**src/rtl/wasm_pkg.sv**
```systemverilog
package wasm_pkg;

  // Operand types as they sit in a stack slot
  typedef enum logic [1:0] {
    i32 = 2'd0,
    i64 = 2'd1,
    f32 = 2'd2,
    f64 = 2'd3
  } value_type_e;

  // 32-bit types keep the upper half of value at zero
  typedef struct packed {
    value_type_e vtype;
    logic [63:0] value;
  } stack_entry_t;

  typedef enum logic [7:0] {
    op_unreachable         = 8'h00,
    op_nop                 = 8'h01,
    op_end                 = 8'h0B,
    op_drop                = 8'h1A,
    op_select              = 8'h1B,
    op_i32_const           = 8'h41,
    op_i64_const           = 8'h42,
    op_i32_eqz             = 8'h45,
    op_i32_eq              = 8'h46,
    op_i32_ne              = 8'h47,
    op_i64_eqz             = 8'h50,
    op_i64_eq              = 8'h51,
    op_i64_ne              = 8'h52,
    op_i32_add             = 8'h6A,
    op_i32_sub             = 8'h6B,
    op_i64_add             = 8'h7C,
    op_i64_sub             = 8'h7D,
    op_i32_reinterpret_f32 = 8'hBC,
    op_i64_reinterpret_f64 = 8'hBD,
    op_f32_reinterpret_i32 = 8'hBE,
    op_f64_reinterpret_i64 = 8'hBF
  } opcode_e;

  typedef enum logic [3:0] {
    NONE,
    ENDED,
    UNREACHABLE,
    TYPE_MISMATCH,
    TYPES_MISMATCH,
    STACK_EMPTY,
    STACK_ERROR,
    UNKNOWN_OPCODE
  } trap_e;

  typedef enum logic [2:0] {IDLE, PUSH, POP, REPLACE, COLLAPSE2, COLLAPSE3} stack_op_e;

  typedef enum logic [1:0] {FETCH, FETCH2, EXEC} step_e;

  // Opcode byte plus the longest LEB128 immediate
  localparam int WINDOW_BYTES = 11;

  // Change of the entry count caused by one stack op
  function automatic int count_delta(input stack_op_e op);
    case (op)
      PUSH:           return 1;
      POP, COLLAPSE2: return -1;
      COLLAPSE3:      return -2;
      default:        return 0;
    endcase
  endfunction

endpackage
```
**src/rtl/value_alu.sv**
```systemverilog
`timescale 1ns/1ps

module value_alu import wasm_pkg::*; (
  input  opcode_e      opcode,
  input  stack_entry_t tos,
  input  stack_entry_t nos,
  input  stack_entry_t third,
  output stack_entry_t result
);

  logic [31:0] sum32;
  logic [31:0] diff32;
  logic [63:0] sum64;
  logic [63:0] diff64;

  // Comparisons always produce an i32
  function automatic stack_entry_t flag(input logic b);
    flag = '{vtype: i32, value: {63'h0, b}};
  endfunction

  // Second operand minus top of stack
  assign sum32  = nos.value[31:0] + tos.value[31:0];
  assign diff32 = nos.value[31:0] - tos.value[31:0];
  assign sum64  = nos.value + tos.value;
  assign diff64 = nos.value - tos.value;

  always_comb begin
    result = tos;
    case (opcode)
      op_i32_eqz: result = flag(tos.value[31:0] == 32'h0);
      op_i64_eqz: result = flag(tos.value == 64'h0);
      op_i32_eq:  result = flag(nos.value[31:0] == tos.value[31:0]);
      op_i32_ne:  result = flag(nos.value[31:0] != tos.value[31:0]);
      op_i64_eq:  result = flag(nos.value == tos.value);
      op_i64_ne:  result = flag(nos.value != tos.value);
      op_i32_add: result = '{vtype: i32, value: {32'h0, sum32}};
      op_i32_sub: result = '{vtype: i32, value: {32'h0, diff32}};
      op_i64_add: result = '{vtype: i64, value: sum64};
      op_i64_sub: result = '{vtype: i64, value: diff64};
      op_select:  result = (tos.value[31:0] != 32'h0) ? nos : third;
      // Bits stay, only the type changes
      op_i32_reinterpret_f32: result.vtype = i32;
      op_i64_reinterpret_f64: result.vtype = i64;
      op_f32_reinterpret_i32: result.vtype = f32;
      op_f64_reinterpret_i64: result.vtype = f64;
      default: begin
      end
    endcase
  end

endmodule

```
**config.mk**
```make
export PLATFORM = sky130hd
export DESIGN_NAME = value_alu
export DESIGN_NICKNAME = d
export VERILOG_FILES = /design/src/rtl/wasm_pkg.sv /design/src/rtl/value_alu.sv
export SDC_FILE = /design/constraint.sdc
export NUM_CORES = 1
export LEC_CHECK = 0
export BUFFER_PORTS_ARGS = -buffer_cell sky130_fd_sc_hd__buf_2
export CAP_MARGIN = 25
export CORE_ASPECT_RATIO = 0.75
export CORE_MARGIN = 5
export CORE_UTILIZATION = 25
export DETAILED_ROUTE_END_ITERATION = 12
export PLACE_DENSITY = 0.48
export SYNTH_ARGS = -nofsm -noshare
export SYNTH_HDL_FRONTEND = slang
export SYNTH_SLANG_ARGS = --single-unit
```
**constraint.sdc**
```tcl
create_clock -name vclk -period 8.2
set_input_delay 1.23 -clock vclk [all_inputs]
set_output_delay 1.23 -clock vclk [all_outputs]
set_load 0.03 [all_outputs]
```
# [Yosys cells after proc, flatten, opt, wreduce, memory -nomap -nowiden]
# Cells that the tools add are included.
[word_totals] output_inout_bits=66 ff_bits=0 inputBits=206
[classes] n_addsub=4 n_eq_ne=19 mux=3 n_reduce_logical=5
[op_table] operator="$pmux W64 S11" count=1
[op_table] operator="$eq A8 B7 Y1 const B" count=10
[op_table] operator="$mux W66" count=1
[op_table] operator="$add A64 B64 Y64" count=1
[op_table] operator="$eq A64 B64 Y1" count=1
[op_table] operator="$logic_not A64 Y1" count=1
[op_table] operator="$ne A64 B64 Y1" count=1
[op_table] operator="$sub A64 B64 Y64" count=1
[op_table] operator="$add A32 B32 Y32" count=1
[op_table] operator="$eq A32 B32 Y1" count=1
[op_table] operator="$eq A8 B8 Y1 const B" count=4
[op_table] operator="$logic_not A32 Y1" count=1
[op_table] operator="$ne A32 B32 Y1" count=1
[op_table] operator="$reduce_bool A32 Y1" count=1
[op_table] operator="$sub A32 B32 Y32" count=1
[op_table] operator="$pmux W2 S5" count=1
[op_table] operator="$reduce_or A9 Y1" count=1
[op_table] operator="$eq A8 B5 Y1 const B" count=1
[op_table] operator="$reduce_or A3 Y1" count=1

# [Logic depth before layout (Yosys ltp)]
# Gate-level depths: netlist (run 1).
[depth] word_depth=3 ltp_mapped=14 mapped_depth_nobuf=14

# [Least setup slack after synthesis (run 1)]
# No wires, ideal clock.
[synth_timing] path_kind="input to output" start="input port tos[5] in the netlist's numbering" end="output port result[58] in the netlist's numbering" t_required_ns=6.970 stages=14 arrival_time_ns=4.249 path_slack_ns=2.721 cell_sequence="inv_1 ha_1 buf_6 a211oi_2 nor2_1 o31a_1 or4b_4 a22o_4 a31oi_4 o41a_4 o31ai_1 o31a_1 xnor2_1 o21ai_0"
[synth_rtl] item="start: declaration" line_no="value_alu.sv:5" source="input stack_entry_t tos,"
[synth_rtl] item="end: declaration" line_no="value_alu.sv:8" source="output stack_entry_t result"

==> results of run 1 <==
-- worst max-delay path by stage --
| stage | from | cells after the start | endpoint | slack [ps] |
|---|---|---|---|---|
| after global placement | tos[26] | 15 | result[57] | 1620 |
| after floorplan | tos[5] | 14 | result[58] | 2720 |
| final | tos[21] | 15 | result[57] | 1570 |
| after CTS | tos[21] | 15 | result[57] | 1670 |
| after detailed placement | tos[21] | 15 | result[57] | 1720 |
| after global routing | tos[21] | 15 | result[57] | 1280 |
-- metal layers --
metal	wire length (µm)	share of wire	up-vias	track usage
li1	-	-	6325	-
met1	25000	0.49	6337	0.320
met2	21400	0.42	528	0.324
met3	3620	0.071	48	0.0297
met4	1020	0.020	2	0.0327
met5	54	0.0011	-	0
-- kinds of logic (layout without fill, tap and decap cells) --
group,Yosys count,in the layout,synth area share
XOR/XNOR,61,61,0.0523
adder cells (fa/ha/maj),128,128,0.158
multiplexers,78,78,0.0767
other,0,2,0
buffers and inverters,238,426,0.0923
AO/OA/AOI/OAI,559,559,0.365
AND/OR/NAND/NOR,538,538,0.256
-- power by group through the flow --
stage | combinational [W] | clock, W | sequential, W
after floorplan | 0.000567 | 0 | 0
after global placement | 0.000864 | 0 | 0
after detailed placement | 0.000861 | 0 | 0
after CTS | 0.000866 | 0 | 0
after global routing | 0.000959 | 0.0000000000163 | 0
final | 0.000880 | 0.0000000000328 | 0
-- cell type report --
| type | instances | share of cell area |
|---|---|---|
| repair buffers | 284 | 0.122 |
| multi-input cells | 1364 | 0.777 |
| diodes | 2 | 0.000419 |
| inverters | 142 | 0.0446 |
| well taps | 528 | 0.0553 |
-- stage by stage --
step           std cells   util  area [µm²]  setup slack, ps
2_1_floorplan       1602      -       10200             2720
3_3_place_gp        2318  0.294       11900             1620
3_5_place_dp        2318  0.294       11900             1720
4_1_cts             2318  0.294       11900             1670
5_1_grt             2319  0.294       12000             1280
6_report            2320  0.294       12000             1570
-- cells in the mapped netlist, types with 6 or more instances --
cell type / count / area [µm²]
nand2b_1: 12 / 75.1
a21oi_1: 178 / 891
mux2i_1: 76 / 761
o21ai_0: 97 / 485
a211oi_1: 16 / 120
nand4_1: 39 / 244
a21o_1: 23 / 173
nor3_1: 46 / 230
inv_1: 137 / 514
o211ai_1: 11 / 82.6
xnor2_1: 57 / 499
nor2_1: 145 / 544
nand3_1: 32 / 160
buf_2: 22 / 110
buf_1: 10 / 37.5
nor2b_1: 25 / 156
o31a_1: 7 / 61.3
nor4_1: 46 / 288
ha_1: 126 / 1580
o31ai_1: 24 / 180
or2_2: 8 / 50.1
o22ai_1: 6 / 37.5
nand2_1: 143 / 537
o21bai_1: 39 / 293
a31oi_1: 16 / 100
o21ai_1: 10 / 50.1
clkbuf_1: 59 / 221
o221ai_1: 56 / 490
or3_1: 8 / 50.1
==> results.sh, run 1 <==
export IMPL_seq_area_um2=0
export IMPL_worst_pin_slew_ps=1050
export IMPL_cts_hold_buf=0
export IMPL_ys_seq_area_frac=0
export IMPL_fin_crit_ps=6630
export IMPL_finalHoldViolCount=0
export IMPL_die_area_um2=45000
export IMPL_crit_required_ps=6970
export IMPL_max_stage_delay_ps=510
export IMPL_avgSynthCellArea_um2=6.38
export IMPL_relSlewSlack=0.293
export IMPL_clock_fmax_mhz=151
export IMPL_cp_max_fo=10
export IMPL_hold_path_class="in -> out"
export IMPL_place_hpwl_mm=42.4
export IMPL_drtAntennaViolNets=0
export IMPL_drtIter0Drc=1249
export IMPL_place_congestion=0.982
export IMPL_die_h_um=185
export IMPL_irDropWorstVdd_mv=0.0290
export IMPL_cp_start_kind="input port"
export IMPL_detail_route_first_pass_iterations=8
export IMPL_mostFrequentLayoutCell="buf_2"
export IMPL_drv_cap=0
export IMPL_grt_usage=0.212
export IMPL_cp_slowest_cell="or3_1"
export IMPL_arrival_ps=5400
export IMPL_slew_violations=0
export IMPL_wl_mm=51.0
export IMPL_drive_gt1_frac=0.181
export IMPL_n_fill_cell=4579
export IMPL_finalSetupViolations=0
export IMPL_path_cells="buf_2 > inv_1 > ha_1 > nand2_1 > or3_1 > nand4b_1 > a31oi_1 > o21ai_1 > o22ai_2 > a41oi_2 > nor4_1 > mux2_2 > a211oi_1 > a32oi_1 > buf_2"
export IMPL_antenna_found_initial=5
export IMPL_synth_area_um2=10200
export IMPL_synthToLayoutAreaGrowth_pct=17.0
export IMPL_tns_ps=0
export IMPL_synth_distinct_cells=87
export IMPL_internal_power_w=0.000296
export IMPL_netlist_instances=1602
export IMPL_ioPinCount=272
export IMPL_hold_end="result[65]"
export IMPL_grt_pass1_vias=12739
export IMPL_report_power_total_w=0.000880
export IMPL_grt_overflow=0
export IMPL_rsz0062_at_grt="false"
export IMPL_cp_end_kind="output port"
export IMPL_layout_common_cells="buf_2 (272), a21oi_1 (178), nor2_1 (144), nand2_1 (143), inv_1 (137)"
export IMPL_crit_family="compound AO/OA/AOI/OAI gates"
export IMPL_vias=13240
export IMPL_synth_fp_nets=1936
export IMPL_post_cts_resized=0
export IMPL_critPathKind="in -> out"
export IMPL_drcViolationCount=0
export IMPL_crit_buf_inv=3
export IMPL_yosysWarnings=0
export IMPL_power_density_nw_per_um2=73.6
export IMPL_grt_pass1_wl_mm=76.8
export IMPL_swShare=0.663
export IMPL_pwr_share_clk=0
export IMPL_finalCritPeriodShare=0.809
export IMPL_die_x_um=243
export IMPL_routedWlPerCell_um=22.0
export IMPL_port_buffer_count=272
export IMPL_floorplan_initialDensity=0.252
export IMPL_p_sw_w=0.000584
export IMPL_p_leak_nw=5.15
export IMPL_core_um2=40600
export IMPL_fin_hold_ws_ps=2830
export IMPL_clkbuf_count=0
export IMPL_grt_max_degree=68
export IMPL_hold_depth=4
export IMPL_multi_input_area_um2=9290
export IMPL_outcome="finished clean"
export IMPL_crit_top_cell="buf_2"
export IMPL_vias_per_cell=5.71
export IMPL_seqPwrFrac=0
export IMPL_seq_cells=0
export IMPL_min_delay_start="tos[65]"
export IMPL_p_comb_frac=1.000
export IMPL_rows=64
export IMPL_final_nets=2126
export IMPL_post_cts_buffers=0
No activity file was read; power rests on OpenSTA's default activity.
==> run 2, diff against run 1 <==
==> constraint.sdc (replaced) <==
create_clock -name vclk -period 6.7
set_input_delay 1.005 -clock vclk [all_inputs]
set_output_delay 1.005 -clock vclk [all_outputs]
set_load 0.03 [all_outputs]
==> results.sh, run 2 (synthesis gave the netlist of run 1 again) <==
export IMPL_die_h_um=185
export IMPL_place_ws_ps=673
export IMPL_mostFrequentLayoutCell="buf_2"
export IMPL_post_cts_resized=0
export IMPL_cp_max_fo=12
export IMPL_hold_path_class="in -> out"
export IMPL_power_density_nw_per_um2=90.4
export IMPL_p_leak_nw=5.22
export IMPL_ioPinCount=272
export IMPL_grt_overflow=0
export IMPL_grt_pass1_wl_mm=77.3
export IMPL_die_area_um2=45000
export IMPL_crit_required_ps=5690
export IMPL_place_congestion=0.953
export IMPL_detail_route_first_pass_iterations=5
export IMPL_worst_pin_slew_ps=952
export IMPL_rows=64
export IMPL_fin_crit_ps=6220
export IMPL_synthToLayoutAreaGrowth_pct=18.1
export IMPL_irDropWorstVdd_mv=0.0315
export IMPL_relSlewSlack=0.366
export IMPL_clkbuf_count=0
export IMPL_drv_cap=0
export IMPL_die_x_um=243
export IMPL_seq_cells=0
export IMPL_grt_usage=0.215
export IMPL_cp_slowest_cell="ha_1"
export IMPL_critPathKind="in -> out"
export IMPL_arrival_ps=5220
export IMPL_outcome="finished clean"
export IMPL_grt_max_degree=76
export IMPL_layout_common_cells="buf_2 (272), a21oi_1 (178), nor2_1 (144), nand2_1 (143), inv_1 (137)"
export IMPL_pwr_share_clk=0
export IMPL_cp_end_kind="output port"
export IMPL_crit_top_cell="buf_2"
export IMPL_p_sw_w=0.000722
export IMPL_rsz0062_at_grt="false"
export IMPL_p_comb_frac=1.000
export IMPL_startpoint="tos[26]"
export IMPL_vias=13309
export IMPL_crit_end="result[57]"
export IMPL_final_nets=2140
export IMPL_drcViolationCount=0
export IMPL_antenna_found_initial=2
export IMPL_n_fill_cell=4614
export IMPL_swShare=0.662
export IMPL_clock_fmax_mhz=161
export IMPL_path_cells="buf_2 > inv_1 > ha_1 > nand4_1 > or3_1 > nand4b_1 > a31oi_1 > o21ai_1 > o22ai_2 > a41oi_2 > nor4_1 > mux2_2 > a211oi_1 > a32oi_1 > buf_2"
export IMPL_max_stage_delay_ps=520
export IMPL_setup_ws_ps=479
export IMPL_finalCritPeriodShare=0.929
export IMPL_seqPwrFrac=0
export IMPL_drive_gt1_frac=0.187
export IMPL_cts_hold_buf=0
export IMPL_internal_power_w=0.000369
export IMPL_grt_pass1_vias=12793
export IMPL_routedWlPerCell_um=22.3
export IMPL_tns_ps=0
export IMPL_drtIter0Drc=1422
export IMPL_floorplan_initialDensity=0.252
export IMPL_post_cts_buffers=0
export IMPL_finalHoldViolCount=0
export IMPL_cp_start_kind="input port"
export IMPL_seq_area_um2=0
export IMPL_place_hpwl_mm=43.1
export IMPL_finalSetupViolations=0
export IMPL_drtAntennaViolNets=0
export IMPL_vias_per_cell=5.70
export IMPL_core_um2=40600
export IMPL_wl_mm=52.1
export IMPL_port_buffer_count=272
export IMPL_slew_violations=0
[run 2: cell types whose count changed in the layout (fill, tap and decap cells not counted), sizes merged]
cell   previous run  this run
buf             284       298
diode             2         3
[run 2: metrics by stage]
stage	utilization	hold WS [ps]	instance area [µm²]	std cells	power (W)
CTS	0.297	2380	12100	2332	0.00107
global route	0.297	2400	12100	2333	0.00118
detailed placement	0.297	2380	12100	2332	0.00107
finish	0.297	2380	12100	2335	0.00109
floorplan	-	2220	10200	1602	0.000694
global placement	0.297	2380	12100	2332	0.00107
[run 2: worst min path at each step]
stage / startpoint / end / slack [ps] / cells after the start
floorplan: tos[54] / result[54] / 2220 / 2
finish: tos[65] / result[65] / 2380 / 4
global route: tos[65] / result[65] / 2400 / 4
detailed placement: tos[65] / result[65] / 2380 / 4
CTS: tos[65] / result[65] / 2380 / 4
global placement: tos[65] / result[65] / 2380 / 4
[run 2: layer usage]
metal | share of wire | global-route usage | up-vias
li1 | - | - | 6345
met1 | 0.50 | 0.334 | 6356
met2 | 0.41 | 0.323 | 563
met3 | 0.074 | 0.0237 | 45
met4 | 0.019 | 0.0313 | 0
met5 | 0 | 0 | -
[run 2: layout make-up]
| class | instances | area [µm²] | share of cell area |
|---|---|---|---|
| tap | 528 | 661 | 0.0548 |
| multi-input combinational | 1364 | 9290 | 0.770 |
| antenna | 3 | 7.51 | 0.000622 |
| inverter | 142 | 533 | 0.0442 |
| timing repair buffer | 298 | 1570 | 0.130 |
[run 2: power groups by stage]
stage	logic (W)	registers [W]	clock network, W
floorplan	0.000694	0	0
global route	0.00118	0	0.0000000000200
detailed placement	0.00107	0	0
global placement	0.00107	0	0
CTS	0.00107	0	0
finish	0.00109	0	0.0000000000359
[run 2: worst max-delay path: cells and delay by family]
| family | cells | cell delay, ps |
|---|---|---|
| multiplexers | 1 | 380 |
| adder cells (fa/ha/maj) | 1 | 520 |
| AO/OA/AOI/OAI | 6 | 1580 |
| buffers and inverters | 3 | 400 |
| AND/OR/NAND/NOR | 4 | 1310 |
==> run 3, diff against run 2 <==
--- a/config.mk
+++ b/config.mk
@@ -9,9 +9,9 @@
 export CAP_MARGIN = 25
 export CORE_ASPECT_RATIO = 0.75
 export CORE_MARGIN = 5
-export CORE_UTILIZATION = 25
+export CORE_UTILIZATION = 40
 export DETAILED_ROUTE_END_ITERATION = 12
-export PLACE_DENSITY = 0.48
+export PLACE_DENSITY = 0.7
 export SYNTH_ARGS = -nofsm -noshare
 export SYNTH_HDL_FRONTEND = slang
 export SYNTH_SLANG_ARGS = --single-unit
==> constraint.sdc (replaced) <==
create_clock -name vclk -period 5.4
set_input_delay 0.81 -clock vclk [all_inputs]
set_output_delay 0.81 -clock vclk [all_outputs]
set_load 0.03 [all_outputs]
==> results.sh, run 3 (synthesis gave the netlist of run 1 again) <==
export IMPL_antenna_found_initial=1
export IMPL_rsz0062_at_grt="false"
export IMPL_cp_end_kind="output port"
export IMPL_hold_path_class="in -> out"
export IMPL_grt_usage=0.319
export IMPL_routedWlPerCell_um=22.4
export IMPL_grt_max_degree=45
export IMPL_relSlewSlack=0.294
export IMPL_clock_fmax_mhz=191
export IMPL_finalSetupViolations=0
export IMPL_clkbuf_count=0
export IMPL_die_h_um=148
export IMPL_post_cts_resized=0
export IMPL_outcome="finished clean"
export IMPL_fin_crit_ps=5230
export IMPL_drtAntennaViolNets=0
export IMPL_path_cells="buf_2 > inv_1 > ha_1 > buf_4 > nand2_1 > or3_1 > nand4b_1 > a31oi_1 > o21ai_1 > o22ai_2 > a41oi_2 > nor4_2 > mux2_2 > a211oi_1 > a32oi_1 > buf_2"
export IMPL_mostFrequentLayoutCell="buf_2"
export IMPL_multi_input_area_um2=9310
export IMPL_hold_depth=4
export IMPL_grt_pass1_wl_mm=75.2
export IMPL_grt_pass1_vias=12891
export IMPL_grt_overflow=0
export IMPL_p_leak_nw=5.61
export IMPL_fin_hold_ws_ps=2000
export IMPL_power_density_nw_per_um2=115
export IMPL_drtIter0Drc=1823
export IMPL_report_power_total_w=0.00142
export IMPL_drv_cap=0
export IMPL_finalCritPeriodShare=0.969
export IMPL_max_stage_delay_ps=400
export IMPL_seq_cells=0
export IMPL_arrival_ps=4420
export IMPL_finalHoldViolCount=0
export IMPL_place_hpwl_mm=42.1
export IMPL_wl_mm=49.7
export IMPL_slew_violations=0
export IMPL_crit_required_ps=4590
export IMPL_cp_slowest_cell="or3_1"
export IMPL_final_nets=2219
export IMPL_die_area_um2=28900
export IMPL_ioPinCount=272
export IMPL_vias=13934
export IMPL_irDropWorstVdd_mv=0.0470
export IMPL_detail_route_first_pass_iterations=5
export IMPL_drive_gt1_frac=0.224
export IMPL_seq_area_um2=0
export IMPL_floorplan_initialDensity=0.407
export IMPL_die_x_um=195
export IMPL_n_fill_cell=2698
export IMPL_diodes=0
export IMPL_cts_hold_buf=0
export IMPL_core_um2=25100
export IMPL_drcViolationCount=0
export IMPL_place_congestion=1.05
export IMPL_layout_common_cells="buf_2 (272), a21oi_1 (178), nor2_1 (144), nand2_1 (143), inv_1 (137)"
export IMPL_post_cts_buffers=0
export IMPL_synthToLayoutAreaGrowth_pct=21.5
export IMPL_rows=50
export IMPL_cp_max_fo=9
export IMPL_vias_per_cell=6.27
export IMPL_port_buffer_count=272
export IMPL_crit_top_cell="buf_2"
export IMPL_critPathKind="in -> out"
export IMPL_cp_start_kind="input port"
export IMPL_tns_ps=0
export IMPL_worst_pin_slew_ps=1050
## run 3: cell count changes in the layout (fill, tap and decap cells not counted), sizes merged
cell | before | now
buf | 298 | 377
diode | 3 | 0
## run 3: cell type report
type | count | share of cell area
Multi-Input combinational cell | 1364 | 0.750
Timing Repair Buffer | 377 | 0.173
Inverter | 142 | 0.0429
Tap cell | 338 | 0.0341
## run 3: where the power goes
group	total [W]	leakage, nW	switching [W]	internal, W
logic	0.00142	5.61	0.000911	0.000514
clock network	0	0	0	0
registers	0	0	0	0
## run 3: worst max-delay path, delay by kind of cell
family	cells	cell delay [ps]
AO/OA/AOI/OAI	6	1360
AND/OR/NAND/NOR	4	1040
buffers and inverters	4	550
adder cells (fa/ha/maj)	1	290
multiplexers	1	360
## run 3: final timing paths
kind / startpoint / to / slack (ps)
hold / removal: tos[65] / result[65] / 2000
setup / recovery: tos[21] / result[57] / 170
## run 3: layer usage
layer  routed length [µm]  up-vias  global-route usage  part of all wire
li1                     -     6503                   -                 -
met1                23400     6447               0.502              0.47
met5                   13        -                   0           0.00026
met3                 6120       81              0.0731              0.12
met2                19300      901               0.441              0.39
met4                  898        2              0.0471             0.018
## run 3: through the flow
step	cell area (µm²)	worst slack [ps]	std cells	util
after floorplan	10200	761	1602	-
final	12400	165	2221	0.495
after CTS	12400	15.9	2221	0.494
after detailed placement	12400	40.0	2221	0.494
after global placement	12400	199	2221	0.494
after global routing	12400	0.345	2221	0.495
